File: src/logic/analog_pkg.sv
/* widths of samples, gains and credit counters of the fast analog path,
   saturation limits of a calibrated sample */

package analog_pkg;

  ////////////////////////////////////////////////////////////
  // sample format
  ////////////////////////////////////////////////////////////

  // ADC, DAC and calibrated samples share one width
  localparam int SMP_W = 14;

  // limits of a signed SMP_W sample
  localparam int SMP_MAX = 8191;   // 2**(SMP_W-1) - 1
  localparam int SMP_MIN = -8192;  // -2**(SMP_W-1)

  ////////////////////////////////////////////////////////////
  // calibration
  ////////////////////////////////////////////////////////////

  // signed gain word
  localparam int MUL_W = 16;

  // gain fraction bits, 16384 is unity
  localparam int MUL_FRAC = 14;

  ////////////////////////////////////////////////////////////
  // flow control
  ////////////////////////////////////////////////////////////

  // credit counters, enough for depths up to 16
  localparam int CRD_W = 5;

endpackage : analog_pkg

File: src/logic/sample_stream_if.sv
/* two-channel sample link with credit return,
   sender and receiver modports */

interface sample_stream_if;

  import analog_pkg::*;

  logic                    vld;    // one channel pair this cycle
  logic signed [SMP_W-1:0] dat_a;  // channel A sample
  logic signed [SMP_W-1:0] dat_b;  // channel B sample
  logic                    crd;    // one credit back to the sender

  // sender side, spends credits
  modport tx (
    output vld,
    output dat_a,
    output dat_b,
    input  crd
  );

  // receiver side, returns credits
  modport rx (
    input  vld,
    input  dat_a,
    input  dat_b,
    output crd
  );

endinterface : sample_stream_if

File: src/logic/linear_cal.sv
/* one-channel gain and offset calibration, saturated,
   product stage then shift/offset stage */

module linear_cal (
  input  logic                              adc_clk,
  input  logic                              rst_n_i,
  input  logic signed [analog_pkg::SMP_W-1:0] dat_i,  // raw signed sample
  input  logic signed [analog_pkg::MUL_W-1:0] mul_i,  // gain, MUL_FRAC fraction bits
  input  logic signed [analog_pkg::SMP_W-1:0] sum_i,  // offset
  output logic signed [analog_pkg::SMP_W-1:0] dat_o   // calibrated sample
);

  import analog_pkg::*;

  localparam int PRD_W = SMP_W + MUL_W;     // full product
  localparam int SHF_W = PRD_W - MUL_FRAC;  // product after dropping fraction

  logic signed [PRD_W-1:0] prd_r;  // stage 1 product
  logic signed [SHF_W-1:0] shf_w;  // integer part of product
  logic signed [SHF_W:0]   acc_w;  // one extra bit for the offset add

  ////////////////////////////////////////////////////////////
  // stage 1, multiply
  ////////////////////////////////////////////////////////////

  always_ff @(posedge adc_clk or negedge rst_n_i)
  begin
    if (!rst_n_i)
    begin
      prd_r <= '0;
    end
    else
    begin
      prd_r <= dat_i * mul_i;  // signed, full width
    end
  end

  ////////////////////////////////////////////////////////////
  // stage 2, shift, offset, saturate
  ////////////////////////////////////////////////////////////

  // dropping low bits of a two's complement word rounds toward minus infinity
  assign shf_w = prd_r[PRD_W-1:MUL_FRAC];
  assign acc_w = shf_w + sum_i;  // sign extended to SHF_W+1

  always_ff @(posedge adc_clk or negedge rst_n_i)
  begin
    if (!rst_n_i)
    begin
      dat_o <= '0;
    end
    else if (acc_w > SMP_MAX)
    begin
      dat_o <= SMP_W'(SMP_MAX);  // clip high
    end
    else if (acc_w < SMP_MIN)
    begin
      dat_o <= SMP_W'(SMP_MIN);  // clip low
    end
    else
    begin
      dat_o <= acc_w[SMP_W-1:0];
    end
  end

endmodule : linear_cal

File: src/logic/adc_capture.sv
/* ADC input register, offset-binary to two's complement, ADC calibration,
   credit counter toward the sample FIFO and overflow count */

module adc_capture #(
  parameter int FIFO_DEPTH = 16  // credits granted by the FIFO
) (
  input  logic                                adc_clk,
  input  logic                                rst_n_i,
  input  logic                                adc_vld_i,
  input  logic        [analog_pkg::SMP_W-1:0] adc_a_i,  // unsigned, negative slope
  input  logic        [analog_pkg::SMP_W-1:0] adc_b_i,
  input  logic signed [analog_pkg::MUL_W-1:0] mul_a_i,
  input  logic signed [analog_pkg::MUL_W-1:0] mul_b_i,
  input  logic signed [analog_pkg::SMP_W-1:0] sum_a_i,
  input  logic signed [analog_pkg::SMP_W-1:0] sum_b_i,
  output logic        [15:0]                  ovf_cnt_o,  // dropped samples
  sample_stream_if.tx                         cap_link
);

  import analog_pkg::*;

  logic signed [SMP_W-1:0] raw_a_r;  // two's complement after input reg
  logic signed [SMP_W-1:0] raw_b_r;
  logic        [2:0]       vld_p;    // input reg, cal stage 1, cal stage 2
  logic        [CRD_W-1:0] crd_cnt;  // free FIFO entries

  ////////////////////////////////////////////////////////////
  // input register and format conversion
  ////////////////////////////////////////////////////////////

  // keep msb, invert the rest
  always_ff @(posedge adc_clk)
  begin
    raw_a_r <= {adc_a_i[SMP_W-1], ~adc_a_i[SMP_W-2:0]};
    raw_b_r <= {adc_b_i[SMP_W-1], ~adc_b_i[SMP_W-2:0]};
  end

  // valid travels beside the cal pipe
  always_ff @(posedge adc_clk or negedge rst_n_i)
  begin
    if (!rst_n_i)
      vld_p <= '0;
    else
      vld_p <= {vld_p[1:0], adc_vld_i};
  end

  linear_cal u_cal_a (
    .adc_clk (adc_clk),
    .rst_n_i (rst_n_i),
    .dat_i   (raw_a_r),
    .mul_i   (mul_a_i),
    .sum_i   (sum_a_i),
    .dat_o   (cap_link.dat_a)
  );

  linear_cal u_cal_b (
    .adc_clk (adc_clk),
    .rst_n_i (rst_n_i),
    .dat_i   (raw_b_r),
    .mul_i   (mul_b_i),
    .sum_i   (sum_b_i),
    .dat_o   (cap_link.dat_b)
  );

  ////////////////////////////////////////////////////////////
  // credits and drops
  ////////////////////////////////////////////////////////////

  assign cap_link.vld = vld_p[2] && (crd_cnt != '0);  // send only with a credit

  always_ff @(posedge adc_clk or negedge rst_n_i)
  begin
    if (!rst_n_i)
    begin
      crd_cnt   <= CRD_W'(FIFO_DEPTH);
      ovf_cnt_o <= '0;
    end
    else
    begin
      case ({cap_link.vld, cap_link.crd})
        2'b10:   crd_cnt <= crd_cnt - CRD_W'(1);  // spent
        2'b01:   crd_cnt <= crd_cnt + CRD_W'(1);  // returned
        default: crd_cnt <= crd_cnt;              // none, or both cancel
      endcase
      if (vld_p[2] && (crd_cnt == '0))
        ovf_cnt_o <= ovf_cnt_o + 16'd1;  // sample lost, FIFO full
    end
  end

endmodule : adc_capture

File: src/logic/sample_fifo.sv
/* circular sample buffer fed by credits, forwards the head entry
   against the output stage's credits */

module sample_fifo #(
  parameter int FIFO_DEPTH = 16,  // entries, also credits given upstream
  parameter int OUT_DEPTH  = 2    // credits granted by the output stage
) (
  input  logic        adc_clk,
  input  logic        rst_n_i,
  sample_stream_if.rx wr,  // from capture
  sample_stream_if.tx rd   // to output stage
);

  import analog_pkg::*;

  localparam int PTR_W = $clog2(FIFO_DEPTH);

  logic signed [SMP_W-1:0] mem_a [FIFO_DEPTH];  // channel A storage
  logic signed [SMP_W-1:0] mem_b [FIFO_DEPTH];  // channel B storage
  logic        [PTR_W-1:0] wr_ptr;
  logic        [PTR_W-1:0] rd_ptr;
  logic        [CRD_W-1:0] fill;     // entries held
  logic        [CRD_W-1:0] out_crd;  // credits from output stage
  logic                    fwd;      // head leaves this cycle

  ////////////////////////////////////////////////////////////
  // storage
  ////////////////////////////////////////////////////////////

  always_ff @(posedge adc_clk)
  begin
    if (wr.vld)
    begin
      mem_a[wr_ptr] <= wr.dat_a;
      mem_b[wr_ptr] <= wr.dat_b;
    end
  end

  ////////////////////////////////////////////////////////////
  // forwarding
  ////////////////////////////////////////////////////////////

  // fill only counts a write after the edge, so a word waits one cycle
  assign fwd = (fill != '0) && (out_crd != '0);

  assign rd.vld   = fwd;
  assign rd.dat_a = mem_a[rd_ptr];
  assign rd.dat_b = mem_b[rd_ptr];
  assign wr.crd   = fwd;  // freed entry goes back upstream

  always_ff @(posedge adc_clk or negedge rst_n_i)
  begin
    if (!rst_n_i)
    begin
      wr_ptr  <= '0;
      rd_ptr  <= '0;
      fill    <= '0;
      out_crd <= CRD_W'(OUT_DEPTH);
    end
    else
    begin
      if (wr.vld)  // depth need not be a power of two
        wr_ptr <= (wr_ptr == PTR_W'(FIFO_DEPTH - 1)) ? '0 : wr_ptr + PTR_W'(1);
      if (fwd)
        rd_ptr <= (rd_ptr == PTR_W'(FIFO_DEPTH - 1)) ? '0 : rd_ptr + PTR_W'(1);

      case ({wr.vld, fwd})
        2'b10:   fill <= fill + CRD_W'(1);
        2'b01:   fill <= fill - CRD_W'(1);
        default: fill <= fill;
      endcase

      case ({rd.vld, rd.crd})
        2'b10:   out_crd <= out_crd - CRD_W'(1);
        2'b01:   out_crd <= out_crd + CRD_W'(1);
        default: out_crd <= out_crd;  // idle or spend and return together
      endcase
    end
  end

endmodule : sample_fifo

File: src/logic/dac_output.sv
/* generator sum with saturation, DAC calibration, conversion to the DAC
   format and the output queue that returns credits on each transfer */

module dac_output #(
  parameter int OUT_DEPTH = 2  // queue entries, also credits given upstream
) (
  input  logic                                adc_clk,
  input  logic                                rst_n_i,
  input  logic signed [analog_pkg::SMP_W-1:0] gen_a_i,  // held generator value
  input  logic signed [analog_pkg::SMP_W-1:0] gen_b_i,
  input  logic signed [analog_pkg::MUL_W-1:0] mul_a_i,
  input  logic signed [analog_pkg::MUL_W-1:0] mul_b_i,
  input  logic signed [analog_pkg::SMP_W-1:0] sum_a_i,
  input  logic signed [analog_pkg::SMP_W-1:0] sum_b_i,
  input  logic                                dac_rdy_i,
  output logic        [analog_pkg::SMP_W-1:0] dac_a_o,  // unsigned, negative slope
  output logic        [analog_pkg::SMP_W-1:0] dac_b_o,
  output logic                                dac_vld_o,
  sample_stream_if.rx                         out_link
);

  import analog_pkg::*;

  localparam int PTR_W = $clog2(OUT_DEPTH);

  logic signed [SMP_W:0]   add_a;  // one growth bit
  logic signed [SMP_W:0]   add_b;
  logic signed [SMP_W-1:0] sat_a_r;  // saturated sum register
  logic signed [SMP_W-1:0] sat_b_r;
  logic signed [SMP_W-1:0] cal_a;
  logic signed [SMP_W-1:0] cal_b;
  logic        [2:0]       vld_p;    // sum reg, cal stage 1, cal stage 2
  logic        [SMP_W-1:0] q_a [OUT_DEPTH];
  logic        [SMP_W-1:0] q_b [OUT_DEPTH];
  logic        [PTR_W-1:0] wr_ptr;
  logic        [PTR_W-1:0] rd_ptr;
  logic        [CRD_W-1:0] fill;
  logic                    pop;      // DAC takes the head

  ////////////////////////////////////////////////////////////
  // generator sum
  ////////////////////////////////////////////////////////////

  assign add_a = out_link.dat_a + gen_a_i;
  assign add_b = out_link.dat_b + gen_b_i;

  // top two bits differ on overflow, then clip toward the sign
  always_ff @(posedge adc_clk)
  begin
    sat_a_r <= (^add_a[SMP_W:SMP_W-1]) ? {add_a[SMP_W], {(SMP_W-1){~add_a[SMP_W]}}}
                                       : add_a[SMP_W-1:0];
    sat_b_r <= (^add_b[SMP_W:SMP_W-1]) ? {add_b[SMP_W], {(SMP_W-1){~add_b[SMP_W]}}}
                                       : add_b[SMP_W-1:0];
  end

  always_ff @(posedge adc_clk or negedge rst_n_i)
  begin
    if (!rst_n_i)
      vld_p <= '0;
    else
      vld_p <= {vld_p[1:0], out_link.vld};
  end

  linear_cal u_cal_a (
    .adc_clk (adc_clk),
    .rst_n_i (rst_n_i),
    .dat_i   (sat_a_r),
    .mul_i   (mul_a_i),
    .sum_i   (sum_a_i),
    .dat_o   (cal_a)
  );

  linear_cal u_cal_b (
    .adc_clk (adc_clk),
    .rst_n_i (rst_n_i),
    .dat_i   (sat_b_r),
    .mul_i   (mul_b_i),
    .sum_i   (sum_b_i),
    .dat_o   (cal_b)
  );

  ////////////////////////////////////////////////////////////
  // output queue
  ////////////////////////////////////////////////////////////

  // stored already in DAC format, msb kept and the rest inverted
  always_ff @(posedge adc_clk)
  begin
    if (vld_p[2])
    begin
      q_a[wr_ptr] <= {cal_a[SMP_W-1], ~cal_a[SMP_W-2:0]};
      q_b[wr_ptr] <= {cal_b[SMP_W-1], ~cal_b[SMP_W-2:0]};
    end
  end

  assign dac_vld_o    = (fill != '0);
  assign dac_a_o      = q_a[rd_ptr];
  assign dac_b_o      = q_b[rd_ptr];
  assign pop          = dac_vld_o && dac_rdy_i;
  assign out_link.crd = pop;  // slot freed, credit back to the FIFO

  always_ff @(posedge adc_clk or negedge rst_n_i)
  begin
    if (!rst_n_i)
    begin
      wr_ptr <= '0;
      rd_ptr <= '0;
      fill   <= '0;
    end
    else
    begin
      if (vld_p[2])
        wr_ptr <= (wr_ptr == PTR_W'(OUT_DEPTH - 1)) ? '0 : wr_ptr + PTR_W'(1);
      if (pop)
        rd_ptr <= (rd_ptr == PTR_W'(OUT_DEPTH - 1)) ? '0 : rd_ptr + PTR_W'(1);

      case ({vld_p[2], pop})
        2'b10:   fill <= fill + CRD_W'(1);
        2'b01:   fill <= fill - CRD_W'(1);
        default: fill <= fill;
      endcase
    end
  end

endmodule : dac_output

File: src/logic/analog_top.sv
/* two-channel fast analog path, ADC capture through sample FIFO
   to DAC output with calibration and generator sum */

module analog_top #(
  parameter int FIFO_DEPTH = 16,  // sample buffer entries
  parameter int OUT_DEPTH  = 2    // DAC output queue entries
) (
  input  logic                                adc_clk,
  input  logic                                rst_n_i,
  // ADC
  input  logic                                adc_vld_i,
  input  logic        [analog_pkg::SMP_W-1:0] adc_a_i,
  input  logic        [analog_pkg::SMP_W-1:0] adc_b_i,
  // calibration, gains
  input  logic signed [analog_pkg::MUL_W-1:0] adc_mul_a_i,
  input  logic signed [analog_pkg::MUL_W-1:0] adc_mul_b_i,
  input  logic signed [analog_pkg::MUL_W-1:0] dac_mul_a_i,
  input  logic signed [analog_pkg::MUL_W-1:0] dac_mul_b_i,
  // calibration, offsets
  input  logic signed [analog_pkg::SMP_W-1:0] adc_sum_a_i,
  input  logic signed [analog_pkg::SMP_W-1:0] adc_sum_b_i,
  input  logic signed [analog_pkg::SMP_W-1:0] dac_sum_a_i,
  input  logic signed [analog_pkg::SMP_W-1:0] dac_sum_b_i,
  // generator
  input  logic signed [analog_pkg::SMP_W-1:0] gen_a_i,
  input  logic signed [analog_pkg::SMP_W-1:0] gen_b_i,
  // DAC
  input  logic                                dac_rdy_i,
  output logic        [analog_pkg::SMP_W-1:0] dac_a_o,
  output logic        [analog_pkg::SMP_W-1:0] dac_b_o,
  output logic                                dac_vld_o,
  output logic        [15:0]                  ovf_cnt_o
);

  sample_stream_if cap_link ();  // capture to FIFO
  sample_stream_if out_link ();  // FIFO to DAC stage

  adc_capture #(
    .FIFO_DEPTH (FIFO_DEPTH)
  ) u_adc_capture (
    .adc_clk   (adc_clk),
    .rst_n_i   (rst_n_i),
    .adc_vld_i (adc_vld_i),
    .adc_a_i   (adc_a_i),
    .adc_b_i   (adc_b_i),
    .mul_a_i   (adc_mul_a_i),
    .mul_b_i   (adc_mul_b_i),
    .sum_a_i   (adc_sum_a_i),
    .sum_b_i   (adc_sum_b_i),
    .ovf_cnt_o (ovf_cnt_o),
    .cap_link  (cap_link.tx)
  );

  sample_fifo #(
    .FIFO_DEPTH (FIFO_DEPTH),
    .OUT_DEPTH  (OUT_DEPTH)
  ) u_sample_fifo (
    .adc_clk (adc_clk),
    .rst_n_i (rst_n_i),
    .wr      (cap_link.rx),
    .rd      (out_link.tx)
  );

  dac_output #(
    .OUT_DEPTH (OUT_DEPTH)
  ) u_dac_output (
    .adc_clk   (adc_clk),
    .rst_n_i   (rst_n_i),
    .gen_a_i   (gen_a_i),
    .gen_b_i   (gen_b_i),
    .mul_a_i   (dac_mul_a_i),
    .mul_b_i   (dac_mul_b_i),
    .sum_a_i   (dac_sum_a_i),
    .sum_b_i   (dac_sum_b_i),
    .dac_rdy_i (dac_rdy_i),
    .dac_a_o   (dac_a_o),
    .dac_b_o   (dac_b_o),
    .dac_vld_o (dac_vld_o),
    .out_link  (out_link.rx)
  );

endmodule : analog_top

File: config.mk
export PLATFORM = sky130hd
export DESIGN_NAME = analog_top
export DESIGN_NICKNAME = d
export VERILOG_FILES = /design/src/logic/analog_pkg.sv /design/src/logic/sample_stream_if.sv /design/src/logic/linear_cal.sv /design/src/logic/adc_capture.sv /design/src/logic/sample_fifo.sv /design/src/logic/dac_output.sv /design/src/logic/analog_top.sv
export SDC_FILE = /design/constraint.sdc
export NUM_CORES = 2
export LEC_CHECK = 0
export ABC_AREA = 1
export BUFFER_PORTS_ARGS = -buffer_cell sky130_fd_sc_hd__clkbuf_2
export CORE_ASPECT_RATIO = 1.2
export CORE_UTILIZATION = 35
export DETAILED_ROUTE_END_ITERATION = 10
export MAX_ROUTING_LAYER = met4
export PLACE_DENSITY = 0.61
export SYNTH_ARGS = -nofsm -noshare
export SYNTH_HDL_FRONTEND = slang
export SYNTH_SLANG_ARGS = --single-unit
File: constraint.sdc
create_clock -name adc_clk -period 15 [get_ports adc_clk]
set_clock_uncertainty 0.2 [all_clocks]
set_input_delay 1.5 -clock adc_clk [delete_from_list [all_inputs] [get_ports adc_clk]]
set_output_delay 1.5 -clock adc_clk [all_outputs]
set_load 0.005 [all_outputs]
# Word-level counts from Yosys, hierarchy flattened
# Memories as Yosys holds them, arrays and structs flattened.
# Cells that the tools add are included.
[op_classes] mul=4 eq_ne=8 reduce_logical=14 n_bitwise=6 mux=22 magnitude_cmp=8 add_sub_neg=19
[op_table] cell="14-bit 2-to-1 mux" count=10
[op_table] cell="14-bit by 16-bit multiplier with 30-bit output" count=4
[op_table] cell="16-bit by 14-bit adder with 17-bit output" count=4
[op_table] cell="17-bit by 14-bit greater-than comparator with 1-bit output, second input constant" count=4
[op_table] cell="17-bit by 14-bit < comparator with 1-bit output, second input constant" count=4
[op_table] cell="13-bit inverter" count=4
[op_table] cell="5-bit case mux with 2 select lines" count=4
[op_table] cell="14-bit by 14-bit adder with 15-bit output" count=2
[op_table] cell="5-bit by 1-bit adder with 5-bit output, second input constant" count=4
[op_table] cell="5-bit nonzero test" count=4
[op_table] cell="5-bit by 1-bit subtractor with 5-bit output, second input constant" count=4
[op_table] cell="16-bit by 1-bit adder with 16-bit output, second input constant" count=1
[op_table] cell="4-bit by 1-bit adder with 4-bit output, second input constant" count=2
[op_table] cell="4-bit == test, second input constant" count=2
[op_table] cell="4-bit 2-to-1 mux" count=2
[op_table] cell="2-bit by 1-bit == test with 1-bit output, second input constant" count=3
[op_table] cell="2-bit == test, second input constant" count=3
[op_table] cell="1-bit 2-to-1 mux" count=6
[op_table] cell="2-bit nonzero test" count=3
[op_table] cell="5-bit zero test" count=1
[op_table] cell="1-bit logical AND" count=4
[op_table] cell="2-bit XOR reduction" count=2
[op_table] cell="1-bit adder, second input constant" count=2
[op_table] cell="1-bit inverter" count=2
[word_totals] in_bits=180 out_inout_bits=45 mem_bits_rw=504 word_cells=108 register_bits=284 memories=4
[mem_list] memory="u_sample_fifo.mem_a" depth=16 width=14 read_ports=1 rd_clocked_by_memory_dff=0 write_ports=1 line="sample_fifo.sv:18" text="logic signed [SMP_W-1:0] mem_a [FIFO_DEPTH];"
[mem_list] memory="u_sample_fifo.mem_b" depth=16 width=14 read_ports=1 rd_clocked_by_memory_dff=0 write_ports=1 line="sample_fifo.sv:19" text="logic signed [SMP_W-1:0] mem_b [FIFO_DEPTH];"
[mem_list] memory="u_dac_output.q_a" depth=2 width=14 read_ports=1 rd_clocked_by_memory_dff=0 write_ports=1 line="dac_output.sv:33" text="logic [SMP_W-1:0] q_a [OUT_DEPTH];"
[mem_list] memory="u_dac_output.q_b" depth=2 width=14 read_ports=1 rd_clocked_by_memory_dff=0 write_ports=1 line="dac_output.sv:34" text="logic [SMP_W-1:0] q_b [OUT_DEPTH];"

# Depth between registers and ports, before layout
[depth] ltp_word=4 depth_mapped=27

# Modules after synthesis
# From an unflattened synthesis, not the netlist that was laid out.
[hier_totals] hier_cells=7981 area_unflattened_um2=68494.4
[modules_own_cells] mod="sample_fifo" cells_per_inst=1660 seq_area_each_um2=13904.6 instances=1 area_each_um2=19132.1
[modules_own_cells] mod="linear_cal (u_adc_capture.u_cal_a)" cells_per_inst=1400 seq_area_each_um2=750.7 instances=1 area_each_um2=10647.7
[modules_own_cells] mod="linear_cal (u_dac_output.u_cal_a)" cells_per_inst=1382 seq_area_each_um2=750.7 instances=1 area_each_um2=10573.9
[modules_own_cells] mod="linear_cal (u_dac_output.u_cal_b)" cells_per_inst=1380 seq_area_each_um2=750.7 instances=1 area_each_um2=10561.4
[modules_own_cells] mod="linear_cal (u_adc_capture.u_cal_b)" cells_per_inst=1369 seq_area_each_um2=750.7 instances=1 area_each_um2=10502.6
[modules_own_cells] mod="dac_output" cells_per_inst=562 seq_area_each_um2=2492.4 instances=1 area_each_um2=5026.1
[modules_own_cells] mod="adc_capture" cells_per_inst=228 seq_area_each_um2=1162.4 instances=1 area_each_um2=2050.7

# Least setup slack after synthesis
# OpenSTA, ideal clock, no wires.
[synth_path] path_type="input-to-reg" start="input dac_mul_a_i[15] in the netlist's numbering" end="register u_dac_output.u_cal_a.prd_r[29]" setup_time_ns=0.116 cell_stages=22 arrival_ns=6.562 t_required_ns=14.684 path_buffers=1 path_slack_ns=8.122 path_cell_list="clkbuf_1 > nand2_1 > fa_1 > inv_1 > fa_1 > inv_1 > fa_1 > inv_1 > fa_1 > fa_1 > inv_1 > fa_1 > inv_1 > ha_1 > nand2_1 > o21ai_0 > a21oi_1 > o21a_1 > o21ai_0 > inv_1 > nand2_1 > nand2_1"
[synth_via] elab_chain_cells=1
[synth_lines] element="from (decl)" line="analog_top.sv:17" text="input logic signed [analog_pkg::MUL_W-1:0] dac_mul_a_i,"
[synth_lines] element="14-bit by 16-bit multiplier with 30-bit output" line="linear_cal.sv:34" text="prd_r <= dat_i * mul_i;"
[synth_lines] element="to (signal assigned)" line="linear_cal.sv:34"
[synth_lines] element="to (decl)" line="linear_cal.sv:18" text="logic signed [PRD_W-1:0] prd_r;"
# No other way between the ends.
# A chain may end at the register's enable or synchronous reset.

# Final worst setup path
# Ends and elaborated chain as after synthesis.

==> impl_metrics.csv <==
group,metric,value,unit
run_status,status,"finished clean",
timing,fmax,151,MHz
synth,yosysTopAreaCell,"fa_1",
layout,drive_gt1_frac,0.0585,
floorplan,core,190000,um^2
detailed_routing,drc_errors,0,
critical_path,critPathSlowestCell,"fa_1",
clock_network,cts_buffers,81,
critical_path,path_class,"primary input to flip-flop",
synth,ys_seq_elements,732,
synth,synth_edf_count,504,
critical_path,arrival,7.00,ns
critical_path,cp_num_cells,22,
detailed_routing,first_pass_iters,8,
layout,nets,9158,
clock_network,clockBufferDepth,3,
floorplan,start_util,0.353,
global_route,antenna_found_initial,27,
worst_hold_path,hold_class,"flip-flop to flip-flop",
synth,syn_avg_cell_area,8.79,um^2
critical_path,start_kind,"primary input",
critical_path,critPathCapture,"u_dac_output.u_cal_a.prd_r[29]$_DFF_PN0_",
clock_network,post-cts-setup-buffers,0,
critical_path,critPathTopFamily,"adder cells",
synth,ys.flop_type,"edfxtp_1",
clock_network,cts_tree,"yes",
timing,relSlewSlack,0.209,
timing,rsz0062_at_grt,"no",
detailed_routing,vias,48900,
synth,postSynth.asyncResetShare,0.235,
critical_path,regToRegSetupSlack,8.66,ns
timing,worst_pin_slew,1.18,ns
global_route,grt_pass1_wl,276,mm
floorplan,die_area,194000,um^2
timing,setup_tns,0,ns
detailed_routing,wirelength,171,mm
critical_path,critPathMaxFanout,14,
critical_path,cp-end-kind,"flip-flop",
clock_network,clkLatencyLatePin,0.70,ns
clock_network,cts_repair_resize_count,0,
timing,finalCritPeriodShare,0.441,
synth,ys_warn_count,0,
placed_design,gp_congestion,0.922,
placed_design,hpwl,130,mm
global_route,grt_usage,0.184,
synth,netlist_top_cells_area,"fa_1, edfxtp_1, nand2_1",
critical_path,r2r-start,"u_adc_capture.raw_a_r[5]$_DFF_P_",
critical_path,max_stage_delay,0.71,ns
global_route,grt-ovfl-total,0,
floorplan,num_io_pins,225,
timing,finalHoldViolCount,0,
synth,seq_area_frac_synth,0.306,
clock_network,clkTransAtPathRegs,0.06,ns
synth,synth_top_cell_area_share,0.263,
critical_path,crit_buf_inv,7,
clock_network,root_buffer,"clkbuf_16",
synth,syn_nets,9089,
clock_network,cts-htree-levels,3,
critical_path,timing.rr.end,"u_adc_capture.u_cal_a.prd_r[28]$_DFF_PN0_",
critical_path,crit_chain,"clkbuf_2 > nand2_1 > fa_1 > inv_1 > fa_1 > inv_1 > fa_1 > inv_1 > fa_1 > fa_1 > inv_1 > fa_1 > inv_1 > ha_1 > nand2_1 > o21ai_0 > a21oi_1 > o21a_1 > o21ai_0 > inv_1 > nand2_1 > nand2_1",
timing,setup_viol,0,
placed_design,port_buffers,224,
detailed_routing,wl_per_cell,16.7,um
timing,fin_crit,6.62,ns
detailed_routing,drt_iter0_markers,2848,
job,drv_cap,0,
global_route,grt_max_degree,200,
detailed_routing,ant_nets,0,
critical_path,required,15.38,ns
clock_network,cts_hold_buf,0,
floorplan,die_h,482,um
synth,yosysUniqueCellTypes,52,
layout,area_delta_synth_final,9.39,%
synth,syn_area,67200,um^2
floorplan,row_count,175,
critical_path,cp-startpoint,"dac_mul_a_i[15]",
synth,synthCells,7642,
global_route,grt_pass1_vias,51500,
detailed_routing,vias_per_cell,4.76,
clock_network,clock-sinks,732,
critical_path,r2r_cells,20,
timing,drv_slew,0,
floorplan,die_x,402,um
-- worst reg2reg max path, cell delays in order, from the launching register on --
cell,delay [ns]
dfxtp_1,0.92
nand2_1,0.30
fa_1,0.59
inv_1,0.12
fa_1,0.62
inv_1,0.10
fa_1,0.48
inv_1,0.05
fa_1,0.50
inv_1,0.05
fa_1,0.46
fa_1,0.51
inv_1,0.04
ha_1,0.39
nand2_1,0.11
nor2_1,0.18
nand2_1,0.10
nor3_1,0.13
o21ai_0,0.11
nand2_1,0.13
xor2_1,0.17
-- worst min path at each step --
stage | startpoint | end | slack, ns | cells after the start
after CTS | u_adc_capture.vld_p[0]$_DFF_PN0_ | u_adc_capture.vld_p[1]$_DFF_PN0_ | 0.13 | 0
after detailed placement | u_dac_output.vld_p[1]$_DFF_PN0_ | u_dac_output.vld_p[2]$_DFF_PN0_ | 0.13 | 0
after global placement | u_adc_capture.vld_p[0]$_DFF_PN0_ | u_adc_capture.vld_p[1]$_DFF_PN0_ | 0.14 | 0
after global routing | u_adc_capture.vld_p[0]$_DFF_PN0_ | u_adc_capture.vld_p[1]$_DFF_PN0_ | 0.15 | 0
after floorplan | u_adc_capture.vld_p[0]$_DFF_PN0_ | u_adc_capture.vld_p[1]$_DFF_PN0_ | 0.13 | 0
final | u_adc_capture.vld_p[0]$_DFF_PN0_ | u_adc_capture.vld_p[1]$_DFF_PN0_ | 0.13 | 0
-- cell families after synthesis --
family,Yosys count,synth area share
and+or+nand+nor,2639,0.155
buffers and inverters,2074,0.117
adders and majority gates,1267,0.335
AOI/OAI and AO/OA,755,0.0638
DFF,732,0.306
xor gates and xnor gates,175,0.0229
-- routing by layer --
layer	wire length [um]	vias up	GRT usage
met5	0	-	-
met4	3290	0	0.0415
met3	8890	226	0.0287
met2	86800	1092	0.323
met1	72500	24200	0.221
li1	-	23400	-
-- final cells by class --
type,count,area (um^2)
diodes,26,65.1
clock inverters,55,548
repair buffers,258,1400
fillers,19000,117000
inverters,1802,6770
clock buffers,97,2150
well taps,2478,3100
flip-flops and latches,732,20600
multi-input cells,4836,38900
-- Yosys cell counts (4+ instances only) --
cell	count
a21oi_1	201
o21ai_1	6
nand2_2	12
or2_2	20
a31oi_1	20
o21ai_0	328
buf_4	9
a21boi_0	4
o21bai_1	26
dfxtp_1	56
buf_1	9
fa_1	882
nand3_1	191
inv_2	7
xnor2_1	68
o211ai_1	22
o22ai_1	70
inv_1	1794
and3_1	4
nor4_1	9
a21o_1	17
edfxtp_1	504
buf_2	14
xor2_1	106
o221ai_1	42
nor2_1	522
dfrtp_1	170
ha_1	385
o21a_1	8
nor3_1	34
nand4_1	29
clkbuf_1	237
nand2_1	1804
nand3b_1	5
-- through the flow --
stage	utilization	std cells	area [um^2]	hold WS (ns)	worst slack [ns]
detailed placement	0.372	10100	70700	0.135	7.66
global placement	0.372	10100	70700	0.137	7.71
finish	0.387	10300	73500	0.133	8.38
CTS	0.386	10300	73400	0.132	8.43
floorplan	-	7642	67200	0.131	8.12
global route	0.387	10300	73500	0.150	8.04
-- sequential cells by signal, indices dropped and copies added (netlist names), 5 cells and up --
register / count
u_dac_output.u_cal_a.dat_o: 14
u_sample_fifo.mem_b: 224
u_dac_output.u_cal_b.prd_r: 16
u_sample_fifo.out_crd: 5
u_adc_capture.raw_a_r: 14
u_adc_capture.raw_b_r: 14
u_adc_capture.u_cal_a.dat_o: 14
u_dac_output.fill: 5
u_dac_output.sat_b_r: 14
u_adc_capture.u_cal_a.prd_r: 16
u_dac_output.u_cal_b.dat_o: 14
u_adc_capture.u_cal_b.dat_o: 14
u_adc_capture.u_cal_b.prd_r: 16
u_sample_fifo.fill: 5
u_sample_fifo.mem_a: 224
u_adc_capture.crd_cnt: 5
u_dac_output.u_cal_a.prd_r: 16
u_dac_output.q_a: 28
u_dac_output.sat_a_r: 14
u_dac_output.q_b: 28
u_adc_capture.ovf_cnt_o: 16
-- cell usage in the layout (no fill, tap or decap), types with 22 or more instances in the layout --
| cell type | count |
|---|---|
| inv_1 | 1793 |
| clkbuf_16 | 83 |
| nand4_1 | 29 |
| nor2_1 | 504 |
| o21bai_1 | 26 |
| o211ai_1 | 22 |
| edfxtp_1 | 504 |
| nor3_1 | 34 |
| fa_1 | 882 |
| ha_1 | 385 |
| a21oi_1 | 201 |
| dfxtp_1 | 56 |
| o22ai_1 | 70 |
| buf_4 | 33 |
| dfrtp_1 | 167 |
| diode_2 | 26 |
| nand3_1 | 191 |
| xor2_1 | 106 |
| o221ai_1 | 42 |
| o21ai_0 | 328 |
| xnor2_1 | 68 |
| clkbuf_2 | 223 |
| nand2_1 | 1804 |
Power is left out: the tool's default activity adds up to more than one toggle a clock period on the data nets, which glitch-free logic cannot reach.
